===== src/rtl/mac_rx_pkg.sv =====
//~~~~~~~~~~~~~~~~~~~~~~~~~~~~~~
// types of the mac receive path
// word and status structs, monitor states
//~~~~~~~~~~~~~~~~~~~~~~~~~~~~~~
package mac_rx_pkg;

    typedef logic [7:0]  byte_t;        // one byte from the mac core
    typedef logic [31:0] word_t;
    typedef logic [3:0]  keep_t;        // bit 0 is the first byte
    typedef logic [10:0] frame_len_t;   // up to 2047 bytes
    typedef logic [15:0] frame_cnt_t;   // wraps

    // packed word as it moves from packer to output
    typedef struct packed {
        word_t data;
        keep_t keep;
        logic  last;
    } rx_word_s;

    // per-frame verdict from the monitor
    typedef struct packed {
        logic       bad;    // err | runt | giant
        logic       err;
        logic       runt;
        logic       giant;
        frame_len_t len;
    } rx_status_s;

    typedef enum logic [1:0] {
        IDLE,
        IN_FRAME,
        HUNT        // dropping bytes until next sof
    } mon_state_e;

endpackage


===== src/rtl/rx_word_packer.sv =====
//~~~~~~~~~~~~~~~~~~~~~~~~~~~~~~
// byte to 32-bit word packer
// little endian lanes, keep and last
//~~~~~~~~~~~~~~~~~~~~~~~~~~~~~~
`timescale 1ns/1ns

module rx_word_packer
    import mac_rx_pkg::*;
(
    input  logic     clk,
    input  logic     rst_n,
    input  byte_t    rx_data,
    input  logic     rx_valid,
    input  logic     rx_sof,
    input  logic     rx_eof,
    output logic     word_stb,
    output rx_word_s word
);

    logic [1:0] idx;        // next free lane
    logic       in_frame;
    word_t      data_acc;

    logic       take;
    logic [1:0] lane;
    word_t      data_nxt;
    keep_t      keep_nxt;
    logic       emit;

    always_comb begin
        take = rx_valid && (rx_sof || in_frame);
        lane = rx_sof ? 2'd0 : idx;
        data_nxt = rx_sof ? '0 : data_acc;  // fresh word on sof
        data_nxt[lane*8 +: 8] = rx_data;
        emit = take && (lane == 2'd3 || rx_eof);
        case (lane)
            2'd0:    keep_nxt = 4'b0001;
            2'd1:    keep_nxt = 4'b0011;
            2'd2:    keep_nxt = 4'b0111;
            default: keep_nxt = 4'b1111;
        endcase
    end

    always_ff @(posedge clk or negedge rst_n) begin
        if (!rst_n) begin
            idx      <= 2'd0;
            in_frame <= 1'b0;
            word_stb <= 1'b0;
        end else begin
            word_stb <= emit;
            if (take) begin
                if (rx_eof) begin
                    idx      <= 2'd0;
                    in_frame <= 1'b0;
                end else begin
                    idx      <= lane + 2'd1;    // wraps to 0 after lane 3
                    in_frame <= 1'b1;
                end
            end
        end
    end

    // lanes are cleared after each emitted word so unkept bytes read zero
    always_ff @(posedge clk) begin
        if (take) begin
            data_acc <= emit ? '0 : data_nxt;
        end
        if (emit) begin
            word.data <= data_nxt;
            word.keep <= keep_nxt;
            word.last <= rx_eof;
        end
    end

endmodule


===== config.mk =====
export PLATFORM = sky130hd
export DESIGN_NAME = rx_word_packer
export DESIGN_NICKNAME = d
export VERILOG_FILES = /design/src/rtl/mac_rx_pkg.sv /design/src/rtl/rx_word_packer.sv
export SDC_FILE = /design/constraint.sdc
export NUM_CORES = 1
export LEC_CHECK = 0
export ABC_AREA = 1
export ABC_CLOCK_PERIOD_IN_PS = 2940
export BUFFER_PORTS_ARGS = -buffer_cell sky130_fd_sc_hd__clkbuf_2
export CAP_MARGIN = 20
export CORE_MARGIN = 1.5
export CORE_UTILIZATION = 56
export CTS_CLUSTER_DIAMETER = 30
export DETAILED_ROUTE_END_ITERATION = 6
export PLACE_DENSITY = 0.79
export SLEW_MARGIN = 0
export SYNTH_ARGS = -nofsm -noshare
export SYNTH_HDL_FRONTEND = slang
export SYNTH_SLANG_ARGS = --single-unit

===== constraint.sdc =====
create_clock -name clk -period 2.94 [get_ports clk]
set_clock_uncertainty 0.2 [all_clocks]
set_input_delay 0 -clock clk [delete_from_list [all_inputs] [get_ports clk]]
set_output_delay 0 -clock clk [all_outputs]
set_load 0.05 [all_outputs]

# --- Word-level counts from Yosys, hierarchy flattened ---
# Index checks and enable logic that the tools add are counted.
op_classes:
  addsub: 2
  eq_ne: 3
  shifts: 2
  muxes: 6
  reduce_logical: 5
op_table:
  columns: ["cell", "count"]
  rows:
  - ["$neg 5->34", 1]
  - ["$shift 8x34->32 const A", 1]
  - ["$shiftx 8x34->32", 1]
  - ["$bwmux 32", 1]
  - ["$mux 32", 1]
  - ["$pmux 4 s3", 1]
  - ["$eq 2x2->1 const B", 2]
  - ["$mux 2", 2]
  - ["$add 2x1->2 const B", 1]
  - ["$eq 2x1->1 const B", 1]
  - ["$logic_and 1x1->1", 2]
  - ["$logic_not 2->1", 1]
  - ["$logic_or 1x1->1", 2]
  - ["$mux 1", 1]
totals:
  regBits: 73
  word_cells: 25

# --- Logic depth before layout (Yosys ltp) ---
logic_depth:
  word_depth: 4
  mapped_depth: 10
  mapped_depth_nobuf: 8

# --- Worst setup path after synthesis ---
# Ideal clock, no wire load.
synth_timing:
  path_type: "flip-flop to flip-flop"
  startpoint: "register idx[0]"
  endpoint: "register word[0] (netlist name), enable pin"
  arrival_time_ns: 1.623
  required_ns: 2.384
  path_slack_ns: 0.760
  path_stages_with_launch: 9
  path_buffers: 3
  period_less_slack_ns: 2.180
  cell_sequence: "dfrtp_1 > buf_2 > nand2_4 > buf_12 > inv_1 > ha_1 > nor2_1 > nor2_4 > buf_4"
synth_between:
  elab_chain_cells: 4
synth_lines:
  columns: ["element", "line", "rtl"]
  rows:
  - ["start: declaration", "rx_word_packer.sv:20", "logic [1:0] idx;"]
  - ["start signal: assignment", "rx_word_packer.sv:56", "idx <= lane + 2'd1;"]
  - ["$mux 2", "rx_word_packer.sv:32", "lane = rx_sof ? 2'd0 : idx;"]
  - ["$eq 2x2->1", "rx_word_packer.sv:35", "emit = take && (lane == 2'd3 || rx_eof);"]
  - ["$logic_or 1x1->1", "rx_word_packer.sv:35", null]
  - ["$logic_and 1x1->1", "rx_word_packer.sv:35", null]
  - ["via emit", "rx_word_packer.sv:28", "logic emit;"]
  - ["end: declaration", "rx_word_packer.sv:17", "output rx_word_s word"]
# The timed path passes the listed nets, and every way through them passes these cells.
# A chain may end at the register's enable or synchronous reset.

# --- Final worst setup path ---
layout_timing:
  startpoint: "register idx[0]"
  endpoint: "register data_acc[14] (data pin)"
layout_between:
  elab_chain_cells: 4
  elab_cells_between_ends: 8
layout_lines:
  columns: ["element", "line", "rtl"]
  rows:
  - ["$mux 2 (*)", "rx_word_packer.sv:32", null]
  - ["$neg 5->34 / $eq 2x2->1 (equally long branches)", "rx_word_packer.sv:34, rx_word_packer.sv:35", null]
  - ["$shiftx 8x34->32, or another cell as far along", "rx_word_packer.sv:34", "data_nxt[lane*8 +: 8] = rx_data;"]
  - ["$bwmux 32 / $logic_and 1x1->1 (equally long branches)", "rx_word_packer.sv:34, rx_word_packer.sv:35", null]
  - ["end signal: assignment", "rx_word_packer.sv:66", "data_acc <= emit ? '0 : data_nxt;"]
  - ["end: declaration", "rx_word_packer.sv:22", "word_t data_acc;"]
# Every way passes the cells marked *; elsewhere a longest branch is shown, timed or not.

==> flow_summary.yaml <==
final_layout:
  n_fill_cell: 472
  nets: 412
  antenna_cells: 0
  seq_area_mm2: 0.002142
  drive_gt1_share_pct: 22.42
  areaGrowthSynthToFinish_pct: 16.60
  layoutNonFillerInstCount: 472
  multi_input_area_um2: 903.4
global_routing:
  grt_antenna_before_repair: 0
  grt_pass1_vias: 2201
  grt_pass1_wl_mm: 9.949
  grt_start_max_net_pins: 43
  grt_usage_pct: 20.96
  overflow: 0
power_and_ir_drop:
  peakVddDrop_mv: 0.3735
  power_density_mw_per_mm2: 581.2
  leakage_nw: 1.893
sta:
  tightest_slew_ns: 0.6265
  setup_violations: 0
  setup_ws_ns: 0.5647
  slew_violations: 0
  setup_tns_ns: 0
  hold_ws_ns: 0.2546
  timing.final.crit_share_pct: 80.79
  rsz0062_at_grt: "false"
  fmax_mhz: 421.0
  post-route-min-period_ns: 2.375
  timing.final.hold_violations: 0
  slew_headroom_pct: 58.18
critical_path:
  cp_max_fo: 21
  endpoint_kind: "register"
  start_kind: "register"
  required_ns: 2.81
  worstPathArrival_ns: 2.25
  critical_path_class: "register to register"
synth:
  yosysMostFrequentCell: "nor2_1"
  synth_cells: 326
  ys_ff_latch: 72
  synth_nets: 345
  synth_edf_count: 68
  synth_top_area_share_pct: 60.33
  syn_area_mm2: 0.003384
  ys_types: 24
  yosysTopAreaCell: "edfxtp_1"
  synthFlopType: "edfxtp_1"
  ys_seq_area_share_pct: 63.29
  async_reset_ff_share_pct: 5.556
  avgSynthCellArea_um2: 10.38
  ys_warn_count: 0
  synth_common_cells: "nor2_1 (103), edfxtp_1 (68), inv_1 (60), nand2_1 (33), nand3_1 (11)"
  synth.area.top_cells: "edfxtp_1 (60%), nor2_1 (11%), inv_1 (6.7%)"
clocking:
  cts_buffer_depth: 2
  numCtsBuffers: 9
  htree_levels: 3
  clockRootBuffer: "clkbuf_8"
  cts_setup_buffers: 0
  clk_latency_ns: 0.34
  cts_tree: "yes"
  clock-sinks: 72
  clk_pin_slew_ns: 0.07
route:
  first_pass_iters: 5
  drtIter0Drc: 184
  drtAntennaViolNets: 0
  vias_per_cell: 4.879
  routed_wl_mm: 6.049
  drc: 0
  dr_total_vias: 2303
  wl_per_cell_um: 12.82
placed_design:
  gp_congestion: 0.8824
  numPortBuffers: 49
  placedCellCount: 443
  dp_hpwl_mm: 4.153
  pre_cts_ws_ns: 0.5961
job:
  maxCapViolations: 0
floorplan:
  coreArea_mm2: 0.005886
  die_area_mm2: 0.006519
  pin_count: 51
  start_util_pct: 57.50
  num_rows: 28
  die_x_um: 80.74
  die_y_um: 80.74
run_status:
  outcome: "finished clean"
hold_path:
  holdCritPathClass: "primary input to register"
==> through the flow <==
step           instance area [um2]  total power [mW]  util (%)
3_5_place_dp                  3655             1.678     62.10
4_1_cts                       3946             2.311     67.05
6_report                      3946             2.294     67.05
3_3_place_gp                  3655             1.664     62.10
5_1_grt                       3946             2.389     67.05
2_1_floorplan                 3385             1.598         -
==> layer usage <==
layer,vias to the layer above,GRT usage [%],share of wire [%]
met5,-,0,0
met4,0,10.52,2.3
met3,16,3.933,6.0
met2,85,34.45,49
met1,1057,26.81,42
li1,1145,-,-
==> flip-flops by register name (all words and copies together) (netlist names) <==
register,count
word,36
in_frame,1
word_stb,1
data_acc,32
idx,2
==> final timing paths <==
path                       cells past startpoint  slack, ns                from                    endpoint
max                                            7       0.56  idx[0]$_DFFE_PN0P_  data_acc[14]$_SDFFCE_PP0P_
max in group asynchronous                      3       1.98               rst_n          word_stb$_DFF_PN0_
min reg2reg                                    2       0.30  idx[1]$_DFFE_PN0P_          idx[1]$_DFFE_PN0P_
min                                            2       0.25              rx_eof           word[0]$_DFFE_PP_
max reg2reg                                    7       0.56  idx[0]$_DFFE_PN0P_  data_acc[14]$_SDFFCE_PP0P_
min in group asynchronous                      3       0.37               rst_n        in_frame$_DFFE_PN0P_
==> power by group <==
part | internal (mW) | switching [mW] | total, mW
combinational | 0.109 | 0.306 | 0.416
sequential | 1.23 | 0.0290 | 1.26
clock | 0.288 | 0.333 | 0.621
total | 1.62 | 0.669 | 2.29
==> worst max-delay path, cell delays in order, from the launching register on <==
cell	delay, ns
dfrtp_1	0.51
nand2_4	0.29
ha_1	0.45
inv_4	0.09
nand3_1	0.27
nor2_1	0.10
nor2_2	0.15
nor2_2	0.05
==> placed cells by master, fill, tap and decap left out, types with 2 or more instances in the layout <==
master | synthesis | final
a21oi_2 | 7 | 7
buf_4 | 3 | 2
clkbuf_2 | 0 | 49
clkbuf_8 | 0 | 9
clkinv_1 | 0 | 4
dfrtp_1 | 4 | 4
dlygate4sd3_1 | 0 | 14
edfxtp_1 | 68 | 68
ha_1 | 6 | 6
inv_1 | 60 | 60
nand2_1 | 33 | 33
nand2_4 | 2 | 2
nand3_1 | 11 | 11
nand3_2 | 8 | 8
nor2_1 | 103 | 103
nor2_2 | 4 | 4
or2_1 | 2 | 2
==> final cells by class <==
type | instances | share of cell area, %
clock inverters | 6 | 0.6975
well taps | 75 | 2.378
flip-flops and latches | 72 | 54.28
multi-input cells | 182 | 22.89
repair buffers | 66 | 10.65
clock buffers | 9 | 3.139
inverters | 62 | 5.961
==> timing repair <==
action,in CTS,in global routing
endpoints found under the hold margin,37,0
hold buffers,14,0
gates resized for setup,0,0
==> logic make-up after synthesis <==
kind of cell	count (synthesis)	synth area share, %
buf+inv	72	10.02
other cells	1	0.1108
flops	72	63.29
fa+ha+maj	6	2.218
compound gates	10	2.588
simple gates	165	21.77
No activity file was read; power rests on OpenSTA's default activity.
