[src/rtl/mac_rx_pkg.sv]
//~~~~~~~~~~~~~~~~~~~~~~~~~~~~~~
// types of the mac receive path
// word and status structs, monitor states
//~~~~~~~~~~~~~~~~~~~~~~~~~~~~~~
package mac_rx_pkg;

    typedef logic [7:0]  byte_t;        // one byte from the mac core
    typedef logic [31:0] word_t;
    typedef logic [3:0]  keep_t;        // bit 0 is the first byte
    typedef logic [10:0] frame_len_t;   // up to 2047 bytes
    typedef logic [15:0] frame_cnt_t;   // wraps

    // packed word as it moves from packer to output
    typedef struct packed {
        word_t data;
        keep_t keep;
        logic  last;
    } rx_word_s;

    // per-frame verdict from the monitor
    typedef struct packed {
        logic       bad;    // err | runt | giant
        logic       err;
        logic       runt;
        logic       giant;
        frame_len_t len;
    } rx_status_s;

    typedef enum logic [1:0] {
        IDLE,
        IN_FRAME,
        HUNT        // dropping bytes until next sof
    } mon_state_e;

endpackage

[src/rtl/rx_frame_tagger.sv]
//~~~~~~~~~~~~~~~~~~~~~~~~~~~~~~
// frame tagger and output stream
// status queue, good and bad counters
//~~~~~~~~~~~~~~~~~~~~~~~~~~~~~~
`timescale 1ns/1ns

module rx_frame_tagger
    import mac_rx_pkg::*;
#(
    parameter int STAT_DEPTH = 16
) (
    input  logic       clk,
    input  logic       rst_n,
    input  logic       stat_stb,
    input  rx_status_s stat,
    input  rx_word_s   q,
    input  logic       q_valid,
    output logic       q_pop,
    output word_t      m_data,
    output keep_t      m_keep,
    output logic       m_last,
    output logic       m_bad,
    output frame_len_t m_len,
    output logic       m_valid,
    input  logic       m_ready,
    output frame_cnt_t good_frames,
    output frame_cnt_t bad_frames
);

    localparam int SW = $clog2(STAT_DEPTH);

    rx_status_s stat_mem [0:STAT_DEPTH-1];

    logic [SW:0] s_wr;
    logic [SW:0] s_rd;
    logic        stat_valid;
    logic        stat_full;
    rx_status_s  head;
    logic        frame_done;

    assign stat_valid = (s_wr != s_rd);
    assign stat_full  = (s_wr[SW] != s_rd[SW]) && (s_wr[SW-1:0] == s_rd[SW-1:0]);
    assign head       = stat_mem[s_rd[SW-1:0]];

    // a last word needs its status before it may leave
    assign m_valid    = q_valid && (!q.last || stat_valid);
    assign q_pop      = m_valid && m_ready;
    assign frame_done = q_pop && q.last;

    assign m_data = q.data;
    assign m_keep = q.keep;
    assign m_last = q.last;
    assign m_bad  = q.last ? head.bad : 1'b0;
    assign m_len  = q.last ? head.len : '0;

    always_ff @(posedge clk) begin
        if (stat_stb && !stat_full) begin
            stat_mem[s_wr[SW-1:0]] <= stat;
        end
    end

    always_ff @(posedge clk or negedge rst_n) begin
        if (!rst_n) begin
            s_wr        <= '0;
            s_rd        <= '0;
            good_frames <= '0;
            bad_frames  <= '0;
        end else begin
            if (stat_stb && !stat_full) begin
                s_wr <= s_wr + 1'b1;
            end
            if (frame_done) begin
                s_rd <= s_rd + 1'b1;
                if (head.bad) begin
                    bad_frames <= bad_frames + 1'b1;
                end else begin
                    good_frames <= good_frames + 1'b1;
                end
            end
        end
    end

    // status leaves the monitor together with the last word
    a_last_has_stat : assert property (@(posedge clk) disable iff (!rst_n)
        (q_valid && q.last) |-> stat_valid);

endmodule

[config.mk]
export PLATFORM = sky130hd
export DESIGN_NAME = rx_frame_tagger
export DESIGN_NICKNAME = d
export VERILOG_FILES = /design/src/rtl/mac_rx_pkg.sv /design/src/rtl/rx_frame_tagger.sv
export SDC_FILE = /design/constraint.sdc
export NUM_CORES = 1
export LEC_CHECK = 0
export ABC_CLOCK_PERIOD_IN_PS = 2800
export BUFFER_PORTS_ARGS = -buffer_cell sky130_fd_sc_hd__buf_2
export CORE_MARGIN = 2
export CORE_UTILIZATION = 52
export DETAILED_ROUTE_END_ITERATION = 6
export PLACE_DENSITY = 0.86
export SLEW_MARGIN = 30
export SYNTH_ARGS = -nofsm -noshare
export SYNTH_HDL_FRONTEND = slang
export SYNTH_SLANG_ARGS = --single-unit
[constraint.sdc]
create_clock -name clk -period 2.8 [get_ports clk]
set_input_delay 0.14 -clock clk [delete_from_list [all_inputs] [get_ports clk]]
set_output_delay 0.14 -clock clk [all_outputs]
set_load 0.05 [all_outputs]
**Yosys cells after proc, flatten, opt, wreduce, memory -nomap -nowiden**

Memory sizes are Yosys's and may differ from the RTL's.
Cells that the tools add are included.

- Bitwise operators: 1
- Add/subtract/negate cells: 4
- Equal/unequal tests: 3
- Muxes and demuxes: 4
- Reduce and logical (&&, ||, !) cells: 10

Operator list:

| cell | number |
|---|---|
| $add 16x1->16 const B | 2 |
| $mux 11 | 1 |
| $add 5x1->5 const B | 2 |
| $logic_and 1x1->1 | 5 |
| $ne 5x5->1 | 1 |
| $eq 4x4->1 | 1 |
| $reduce_and 2->1 | 2 |
| $mux 1 | 3 |
| $logic_not 1->1 | 2 |
| $logic_or 1x1->1 | 1 |
| $ne 1x1->1 | 1 |
| $not 1->1 | 1 |

- RAM bits: 240
- Output and inout port bits: 83
- Input port bits: 57
- Bits in registers: 42
- Memories kept: 1
- Word-level logic and storage cells: 27

Memory list:

| memory | words | width | rd ports | clocked after Yosys merged registers in | write ports | RTL line | RTL |
|---|---|---|---|---|---|---|---|
| stat_mem | 16 | 15 | 1 | 0 | 1 | rx_frame_tagger.sv:32 | `rx_status_s stat_mem [0:STAT_DEPTH-1];` |

**Longest topological paths before layout**

Gate-level depths: netlist of run 1.

- Depth after elaboration: 6
- Mapped depth: 8
- Gate-level depth less buffers: 6

**Worst setup path before layout of run 1**

OpenSTA, ideal clock, no wires.

- Path type: flip-flop to flip-flop
- Start point: register s_wr[3]
- End point: memory stat_mem[3][0] (netlist bit) (enable)
- Path slack: 0.150 ns
- Arrival time: 2.254 ns
- Library setup time: 0.396 ns
- Required time: 2.404 ns
- Cell stages (with the launch flop): 7
- Period minus slack after synthesis: 2.650 ns
- Buffers on the path: 1
- Path through: dfrtp_1 buf_2 xor2_1 nor4_1 a21boi_1 nand2_1 nor3_1

- Longest elaborated chain between the ends: 6

Ends and longest elaborated chain:

| item | RTL line | RTL |
|---|---|---|
| from (decl) | rx_frame_tagger.sv:34 | `logic [SW:0] s_wr;` |
| from (signal assigned) | rx_frame_tagger.sv:70 | `s_wr <= s_wr + 1'b1;` |
| $eq 4x4->1 | rx_frame_tagger.sv:42 | `assign stat_full = (s_wr[SW] != s_rd[SW]) && (s_wr[SW-1:0] == s_rd[SW-1:0]);` |
| $logic_and 1x1->1 | rx_frame_tagger.sv:42 |  |
| $logic_not 1->1 | rx_frame_tagger.sv:57 | `if (stat_stb && !stat_full) begin` |
| $logic_and 1x1->1 | rx_frame_tagger.sv:57 |  |
| $mux 1 | rx_frame_tagger.sv:57 |  |
| $mux 1 (not written as such) | rx_frame_tagger.sv:58 | `stat_mem[s_wr[SW-1:0]] <= stat;` |
| to (decl) | rx_frame_tagger.sv:32 |  |

Parallel ways exist; a longest one is shown, timed or not.

**Worst setup path in the final report of run 1**

- Start point: register s_rd[0]
- End point: output m_len[0]

- Longest elaborated chain between the ends: 2

Ends and longest elaborated chain:

| item | RTL line | RTL |
|---|---|---|
| from (decl) | rx_frame_tagger.sv:35 | `logic [SW:0] s_rd;` |
| from (signal assigned) | rx_frame_tagger.sv:73 | `s_rd <= s_rd + 1'b1;` |
| $mem_v2 16x15 | n/a |  |
| $mux 11 | rx_frame_tagger.sv:54 | `assign m_len = q.last ? head.len : '0;` |
| to (decl) | rx_frame_tagger.sv:23 | `output frame_len_t m_len,` |

Every way passes these cells.

==> flow_metrics.tcl, run 1 <==
set metrics [dict create \
    reg2reg_to "stat_mem[8][14]" \
    post-place-ws_ps 406 \
    port_buffers 64 \
    ys_ff_latch 234 \
    die_y_um 141 \
    arrival_ps 2550 \
    clk_pin_slew_ps 60 \
    die-area_sq_um 20000 \
    seq_area_sq_um 6820 \
    setup_viol 0 \
    grt_overflow 0 \
    via_per_inst 5.99 \
    rsz0062_at_grt "no" \
    cp-end-kind "primary output" \
    synthDistinctLibCells 38 \
    power_frac_comb_pct 32.8 \
    final_common_cell "edfxtp_1" \
    nNetsFinal 704 \
    clk_path_buf_depth 3 \
    power.density_nw_per_um2 992 \
    placed_cells 830 \
    grt_pass1_wl_um 31300 \
    area.growth.synth_to_final_pct 14.9 \
    switchingPower_w 0.00374 \
    slew_headroom_pct 65.2 \
    hold_slack_ps 143 \
    yosys_warnings 0 \
    layout.cells.non_filler 887 \
    crit_required_ps 2660 \
    max_freq_ghz 0.371 \
    tightestPinTransition_ps 522 \
    slew_violations 0 \
    vdd_ir_drop_max_uv 658 \
    drv_cap 0 \
    cts.sinks 234 \
    cts_inserted_buffers 24 \
    fin_crit_sh_pct 96.2 \
    drt_iter0_markers 509 \
    tns_ps 0 \
    ff2ff_setup_slack_ps 360 \
    critPathLaunchType "register" \
    num_antenna_cells 0 \
    pwr-share-seq_pct 40.6 \
    worst_slack_ps 107 \
    n_fill_cell 1266 \
    r2r_cells 8 \
    hpwlAfterDp_um 12400 \
    multi_input_area_sq_um 2560 \
    htreeDepth 1 \
    fin_crit_ps 2690 \
    fp.dieW_um 141 \
    grt_max_degree 43 \
    outcome "completed" \
    synth_area_sq_um 9800 \
    power_leakage_nw 4.23 \
    hp-class "input port to asynchronous set/reset pin" \
    rr_startpoint "s_wr[2]" \
    totalWireLength_um 20600 \
    core_area_sq_um 18600 \
    route.detailed.drc 0 \
    final_cell_mix "192 x edfxtp_1, 63 x buf_2, 47 x mux4_2" \
    syn_inst 558 \
    clkLatencyLatePin_ps 530 \
    fin_skew_ps 18.5 \
    core.rowCount 50 \
    tritoncts "built" \
    syn-num-nets 622 \
    pwr-share-clk_pct 26.6 \
    clockRootBuffer "clkbuf_16" \
    hold_viol_final 0 \
    syn-mean-instance-area_sq_um 17.6 \
    antenna_found_initial 0 \
    drt_pre_antenna_iters 7 \
    ys_seq_area_share_pct 69.5 \
    wire_per_inst_um 23.2 \
    globalplace.congestion 0.811 \
    crit_fanout 8 \
    drive_gt1_share_pct 32.0 \
    drtAntennaViolNets 0 \
    path_class "register to primary output" \
    start_util_pct 52.8 \
    grt_usage_pct 20.8 \
    p_sw_share_pct 33.5 \
    vias 5317 \
    io_pins 140 \
    grt_pass1_vias 5449 \
    internal_power_w 0.00743 \
]
## cell usage after synthesis, drive strengths merged
master	number	area, sq um
a22oi	1	21.3
nand2b	2	12.5
ha	7	87.6
nor3	13	65.1
inv	8	30.0
o211a	11	110
xor2	17	149
edfxtp	192	5770
nor3b	1	7.51
nor2b	1	6.26
buf	56	383
mux2i	13	130
a21o	1	7.51
dfrtp	42	1050
a2bb2oi	1	8.76
clkbuf	8	30.0
xnor2	26	228
mux2	14	161
o21ai	1	5.00
and2	4	25.0
nor2	17	63.8
a21boi	1	7.51
and4	1	8.76
mux4	47	1060
nand2	28	108
nor4b	1	8.76
nand4b	2	17.5
a31oi	2	12.5
nand3	13	65.1
a21oi	1	5.00
and3	7	43.8
nor4	3	18.8
nand4	16	100
## flip-flops by register name, summed over array words and instances, names as in the netlist
signal / flops
good_frames: 16
s_rd: 5
s_wr: 5
stat_mem: 192
bad_frames: 16
## critical path, cell delays in order (launching register included)
cell and delay [ps]:
dfrtp_4 560, buf_12 180, mux4_2 520, mux2_2 280, o211a_1 250, buf_2 220
## layer usage
metal  share of wire [%]  vias to the layer above  global-route usage [%]
li1                    -                     2277                       -
met1                  39                     2712                    27.7
met2                  51                      277                    35.3
met3                 7.6                       51                    3.04
met4                 2.9                        0                    7.84
met5                   0                        -                       0
## area by class of cell
| class | count | share of cell area [%] |
|---|---|---|
| Clock buffer | 29 | 5.50 |
| Timing Repair Buffer | 120 | 7.37 |
| Multi-Input combinational cell | 252 | 22.8 |
| Clock inverter | 10 | 0.944 |
| Inverter | 8 | 0.267 |
| Sequential cell | 234 | 60.6 |
| Tap cell | 234 | 2.60 |
## cell families (layout without fill, tap and decap cells)
group,count (synthesis),in the layout,share of synthesized area [%]
fa+ha+maj,7,7,0.894
xor+xnor,43,43,3.84
compound gates,19,19,1.81
mux,74,74,13.8
buf+inv,72,167,4.52
simple gates,109,109,5.62
flops,234,234,69.5
## metrics by stage
stage          util (%)  instance area (sq um)  power [W]
2_1_floorplan         -                   9800    0.00725
3_3_place_gp       55.6                  10300    0.00792
3_5_place_dp       55.6                  10300    0.00805
4_1_cts            60.4                  11200     0.0112
5_1_grt            60.6                  11300     0.0116
6_report           60.6                  11300     0.0112
## how the worst max path moves through the flow
stage                            to  cells past startpoint  slack [ps]    start
floorplan            stat_mem[3][0]                      6         150  s_wr[3]
global placement     good_frames[8]                      6         460  s_rd[1]
detailed placement  good_frames[15]                      6         410  s_rd[1]
CTS                        m_len[0]                      6          20  s_rd[0]
global route               m_len[5]                      6          20  s_rd[0]
finish                     m_len[0]                      5         110  s_rd[0]
## power by group through the flow
stage / sequential, W / clock (W) / combinational, W
after global placement: 0.00454 / 0 / 0.00338
final: 0.00453 / 0.00297 / 0.00367
after CTS: 0.00451 / 0.00300 / 0.00365
after global routing: 0.00458 / 0.00313 / 0.00390
after floorplan: 0.00459 / 0 / 0.00266
after detailed placement: 0.00458 / 0 / 0.00347
## timing repair
action	in CTS	in global routing
setup buffers	2	1
gates resized for setup	0	3
endpoints found under the hold margin	234	0
pin swaps	1	0
setup endpoints to repair	7	10
hold buffers	13	0
cloned	1	1
Note: power is estimated with default switching activity, not from simulation.
==> inputs of run 2 (changes only) <==
CORE_UTILIZATION = 35   (was 52)
PLACE_DENSITY = 0.65   (was 0.86)
==> flow_metrics.tcl, run 2 (synthesis gave the netlist of run 1 again) <==
set metrics [dict create \
    drv_cap 0 \
    core.rowCount 61 \
    slew_headroom_pct 64.4 \
    hold_viol_final 0 \
    fin_crit_ps 2720 \
    crit_chain "buf_16 -> mux4_2 -> mux2i_2 -> nand2_1 -> o211a_1 -> buf_2" \
    drt_iter0_markers 392 \
    fin_crit_sh_pct 97.3 \
    largest_register_ffs 192 \
    slew_violations 0 \
    power_leakage_nw 4.25 \
    io_pins 140 \
    crit_fanout 12 \
    outcome "completed" \
    path_class "register to primary output" \
    ff2ff_setup_slack_ps 350 \
    critPathLaunchType "register" \
    die_y_um 171 \
    cp-end-kind "primary output" \
    clockRootBuffer "clkbuf_16" \
    core_area_sq_um 27700 \
    cpLargestDelayFamily "multiplexers" \
    rsz0062_at_grt "yes" \
    cts.sinks 234 \
    port_buffers 64 \
    arrival_ps 2580 \
    final_cell_mix "192 x edfxtp_1, 62 x buf_2, 47 x mux4_2" \
    layout.cells.non_filler 1030 \
    slowest_stage "dfrtp_4" \
    placed_cells 972 \
    tightestPinTransition_ps 534 \
    max_freq_ghz 0.367 \
    drtAntennaViolNets 0 \
    via_per_inst 5.03 \
    cpPeakStageDelay_ps 550 \
    path_buf_inv 2 \
    clkLatencyLatePin_ps 520 \
    totalWireLength_um 20700 \
    worst_slack_ps 76.6 \
    vias 5176 \
    grt_pass1_vias 5334 \
    num_antenna_cells 0 \
    route.detailed.drc 0 \
    cts_inserted_buffers 24 \
    hpwlAfterDp_um 12700 \
    drive_gt1_share_pct 32.1 \
    area.growth.synth_to_final_pct 17.5 \
    clk_path_buf_depth 3 \
    htreeDepth 1 \
    grt_usage_pct 13.8 \
    hp-class "input port to register" \
    drt_pre_antenna_iters 4 \
    globalplace.congestion 0.796 \
    start_util_pct 35.4 \
    die-area_sq_um 29400 \
    wire_per_inst_um 20.1 \
    vdd_ir_drop_max_uv 843 \
    n_fill_cell 2447 \
    power.density_nw_per_um2 985 \
    final_common_cell "edfxtp_1" \
    tritoncts "built" \
    grt_pass1_wl_um 30700 \
    post-place-ws_ps 418 \
    clk_pin_slew_ps 60 \
    crit_required_ps 2660 \
    antenna_found_initial 0 \
    fin_skew_ps 14.6 \
    grt_overflow 0 \
    fp.dieW_um 171 \
    nNetsFinal 700 \
    setup_viol 0 \
    grt_max_degree 43 \
    hold_slack_ps 29.8 \
]
## run 2: layer usage
| layer | vias up | wire (um) | share of wire, % | global-route usage (%) |
|---|---|---|---|---|
| li1 | 2275 | - | - | - |
| met1 | 2647 | 8600 | 42 | 18.6 |
| met2 | 203 | 9930 | 48 | 23.0 |
| met3 | 51 | 1550 | 7.5 | 2.30 |
| met4 | 0 | 580 | 2.8 | 4.57 |
| met5 | - | 0 | 0 | 0 |
## run 2: per-stage QoR
step / setup TNS, ps / total power (W) / instance area (sq um) / utilization (%)
CTS: -63.8 / 0.0114 / 11500 / 41.3
detailed placement: 0 / 0.00810 / 10500 / 38.1
floorplan: 0 / 0.00725 / 9800 / -
global route: -53.5 / 0.0119 / 11500 / 41.6
global placement: 0 / 0.00801 / 10500 / 38.1
finish: 0 / 0.0113 / 11500 / 41.6
## run 2: worst paths after layout
path,startpoint,to,depth (start not counted)
worst max register to register,s_rd[0],stat_mem[4][3],8
max in group asynchronous,rst_n,s_rd[0],2
worst max-delay path,s_rd[0],m_len[1],6
worst min register to register,bad_frames[15],bad_frames[15],1
min in group asynchronous,rst_n,good_frames[13],2
worst min-delay path,stat[8],stat_mem[6][8],1
## run 2: worst reg2reg max path, cell delays in order (launching register included)
cell,delay (ps)
dfrtp_4,580
buf_4,170
xor2_1,130
nor4_1,90
a21boi_1,170
buf_4,180
nand2_1,130
nor2_1,380
buf_4,310
## run 2: area by class of cell
| type | count | area [sq um] | area share (%) |
|---|---|---|---|
| well taps | 378 | 473 | 4.11 |
| multi-input cells | 252 | 2570 | 22.3 |
| flip-flops and latches | 234 | 6820 | 59.2 |
| repair buffers | 116 | 856 | 7.43 |
| clock inverters | 15 | 154 | 1.34 |
| inverters | 8 | 30.0 | 0.261 |
| clock buffers | 27 | 612 | 5.31 |
## run 2: where the power goes
part / total (W) / leakage [nW] / switching [W] / internal, W
clock: 0.00313 / 0.369 / 0.00129 / 0.00184
combinational: 0.00377 / 1.60 / 0.00218 / 0.00159
sequential: 0.00446 / 2.29 / 0.000267 / 0.00419
## run 2: timing repair
action | CTS | global route
hold buffers | 10 | 0
endpoints found under the hold margin | 162 | 0
gates cloned | 1 | 1
buffers inserted | 0 | 4
setup endpoints to repair | 11 | 12
gates resized for setup | 3 | 4
==> inputs of run 3 (changes only) <==
CELL_PAD_IN_SITES_DETAIL_PLACEMENT = 2   (was not set)
CELL_PAD_IN_SITES_GLOBAL_PLACEMENT = 2   (was not set)
PLACE_DENSITY = 0.81   (was 0.65)
==> flow_metrics.tcl, run 3 (synthesis gave the netlist of run 1 again) <==
set metrics [dict create \
    drive_gt1_share_pct 32.6 \
    die-area_sq_um 29400 \
    power_leakage_nw 4.28 \
    fin_skew_ps 11.4 \
    layout.cells.non_filler 1040 \
    path_class "register to primary output" \
    clk_pin_slew_ps 60 \
    drtAntennaViolNets 0 \
    cts_inserted_buffers 27 \
    drt_iter0_markers 428 \
    start_util_pct 35.4 \
    cp-end-kind "primary output" \
    tightestPinTransition_ps 544 \
    outcome "completed" \
    pwr-share-clk_pct 27.6 \
    core_area_sq_um 27700 \
    final_common_cell "edfxtp_1" \
    largest_register_ffs 192 \
    pwr-share-seq_pct 38.9 \
    fin_crit_sh_pct 96.1 \
    clockRootBuffer "clkbuf_16" \
    internal_power_w 0.00768 \
    io_pins 140 \
    tns_ps 0 \
    antenna_found_initial 0 \
    busiest_layer "met2" \
    clk_path_buf_depth 3 \
    power_frac_comb_pct 33.5 \
    switchingPower_w 0.00394 \
    die_y_um 171 \
    grt_usage_pct 17.9 \
    rsz0062_at_grt "no" \
    arrival_ps 2550 \
    drv_cap 0 \
    tritoncts "built" \
    max_freq_ghz 0.372 \
    crit_required_ps 2660 \
    fin_crit_ps 2690 \
    port_buffers 64 \
    hpwlAfterDp_um 17200 \
    hold_viol_final 0 \
    post-place-ws_ps 287 \
    num_antenna_cells 0 \
    worst_slack_ps 109 \
    fp.dieW_um 171 \
    route.detailed.drc 0 \
    via_per_inst 5.12 \
    core.rowCount 61 \
    hp-class "input port to register" \
    crit_fanout 30 \
    critPathLaunchType "register" \
    htreeDepth 1 \
    placed_cells 978 \
    dpl_cell_area_sq_um 10600 \
    setup_viol 0 \
    grt_use_met2_pct 32.5 \
    vdd_ir_drop_max_uv 661 \
    power.density_nw_per_um2 1010 \
    slew_violations 0 \
    grt_pass1_vias 6063 \
    drt_pre_antenna_iters 4 \
    globalplace.congestion 0.776 \
    clkLatencyLatePin_ps 530 \
    grt_util_met1_pct 22.2 \
    p_sw_share_pct 33.9 \
    nNetsFinal 707 \
    wire_per_inst_um 24.8 \
    cts.sinks 234 \
    area.growth.synth_to_final_pct 17.5 \
    final_cell_mix "192 x edfxtp_1, 63 x buf_2, 47 x mux4_2" \
    totalWireLength_um 25700 \
    vias 5325 \
    grt_overflow 0 \
    met3_usage_pct 3.29 \
    grt_max_degree 43 \
    slew_headroom_pct 63.7 \
    design_area_sq_um 11500 \
    grt_pass1_wl_um 38700 \
]
-- run 3: cell count changes in the layout (fill, tap and decap cells not counted), sizes merged --
| cell | change |
|---|---|
| inv | +1 |
| dlygate4sd3 | +1 |
| clkbuf | +11 |
| buf | +5 |
| bufinv | -3 |
| clkinv | -4 |
| clkinvlp | -1 |
-- run 3: power groups by stage --
stage,clock network (W),registers (W),logic (W)
2_1_floorplan,0,0.00459,0.00266
3_3_place_gp,0,0.00452,0.00359
3_5_place_dp,0,0.00458,0.00381
4_1_cts,0.00331,0.00452,0.00386
5_1_grt,0.00343,0.00456,0.00416
6_report,0.00321,0.00452,0.00389
-- run 3: worst paths after layout --
path	slack (ps)	end	cells after the start	start
hold / removal	30	stat_mem[2][14]	1	stat[14]
setup reg to reg	320	stat_mem[11][3]	9	s_rd[0]
min in group asynchronous	160	bad_frames[10]	2	rst_n
hold reg to reg	470	good_frames[15]	1	good_frames[15]
setup / recovery	110	m_len[5]	5	s_rd[0]
max in group asynchronous	2220	s_rd[2]	2	rst_n
-- run 3: critical path: stages, from the launching register on --
cell and delay (ps):
dfrtp_2 400, buf_12 260, mux4_2 550, mux2_2 280
o211a_1 280, buf_2 240
-- run 3: what timing repair did --
action,CTS,global route
pin swaps,1,1
endpoints found under the hold margin,182,0
endpoints found under the setup margin,11,7
setup buffers,0,3
hold buffers,11,0
gates resized for setup,4,3
-- run 3: final cells by class --
type / instances / area, sq um
Multi-Input combinational cell: 252 / 2570
Sequential cell: 234 / 6820
Fill cell: 2591 / 16200
Inverter: 8 / 30.0
Tap cell: 378 / 473
Clock buffer: 40 / 764
Clock inverter: 8 / 38.8
Timing Repair Buffer: 120 / 815
-- run 3: per-layer routing --
layer	part of all wire (%)	vias up
li1	-	2287
met1	41	2848
met2	52	154
met3	4.6	36
met4	2.0	0
met5	0	-
-- run 3: through the flow --
step,hold slack [ps],power (W),util (%)
3_5_place_dp,280,0.00839,38.1
3_3_place_gp,280,0.00811,38.1
6_report,28.1,0.0116,41.6
2_1_floorplan,-156,0.00725,-
5_1_grt,25.0,0.0121,41.6
4_1_cts,15.4,0.0117,41.4
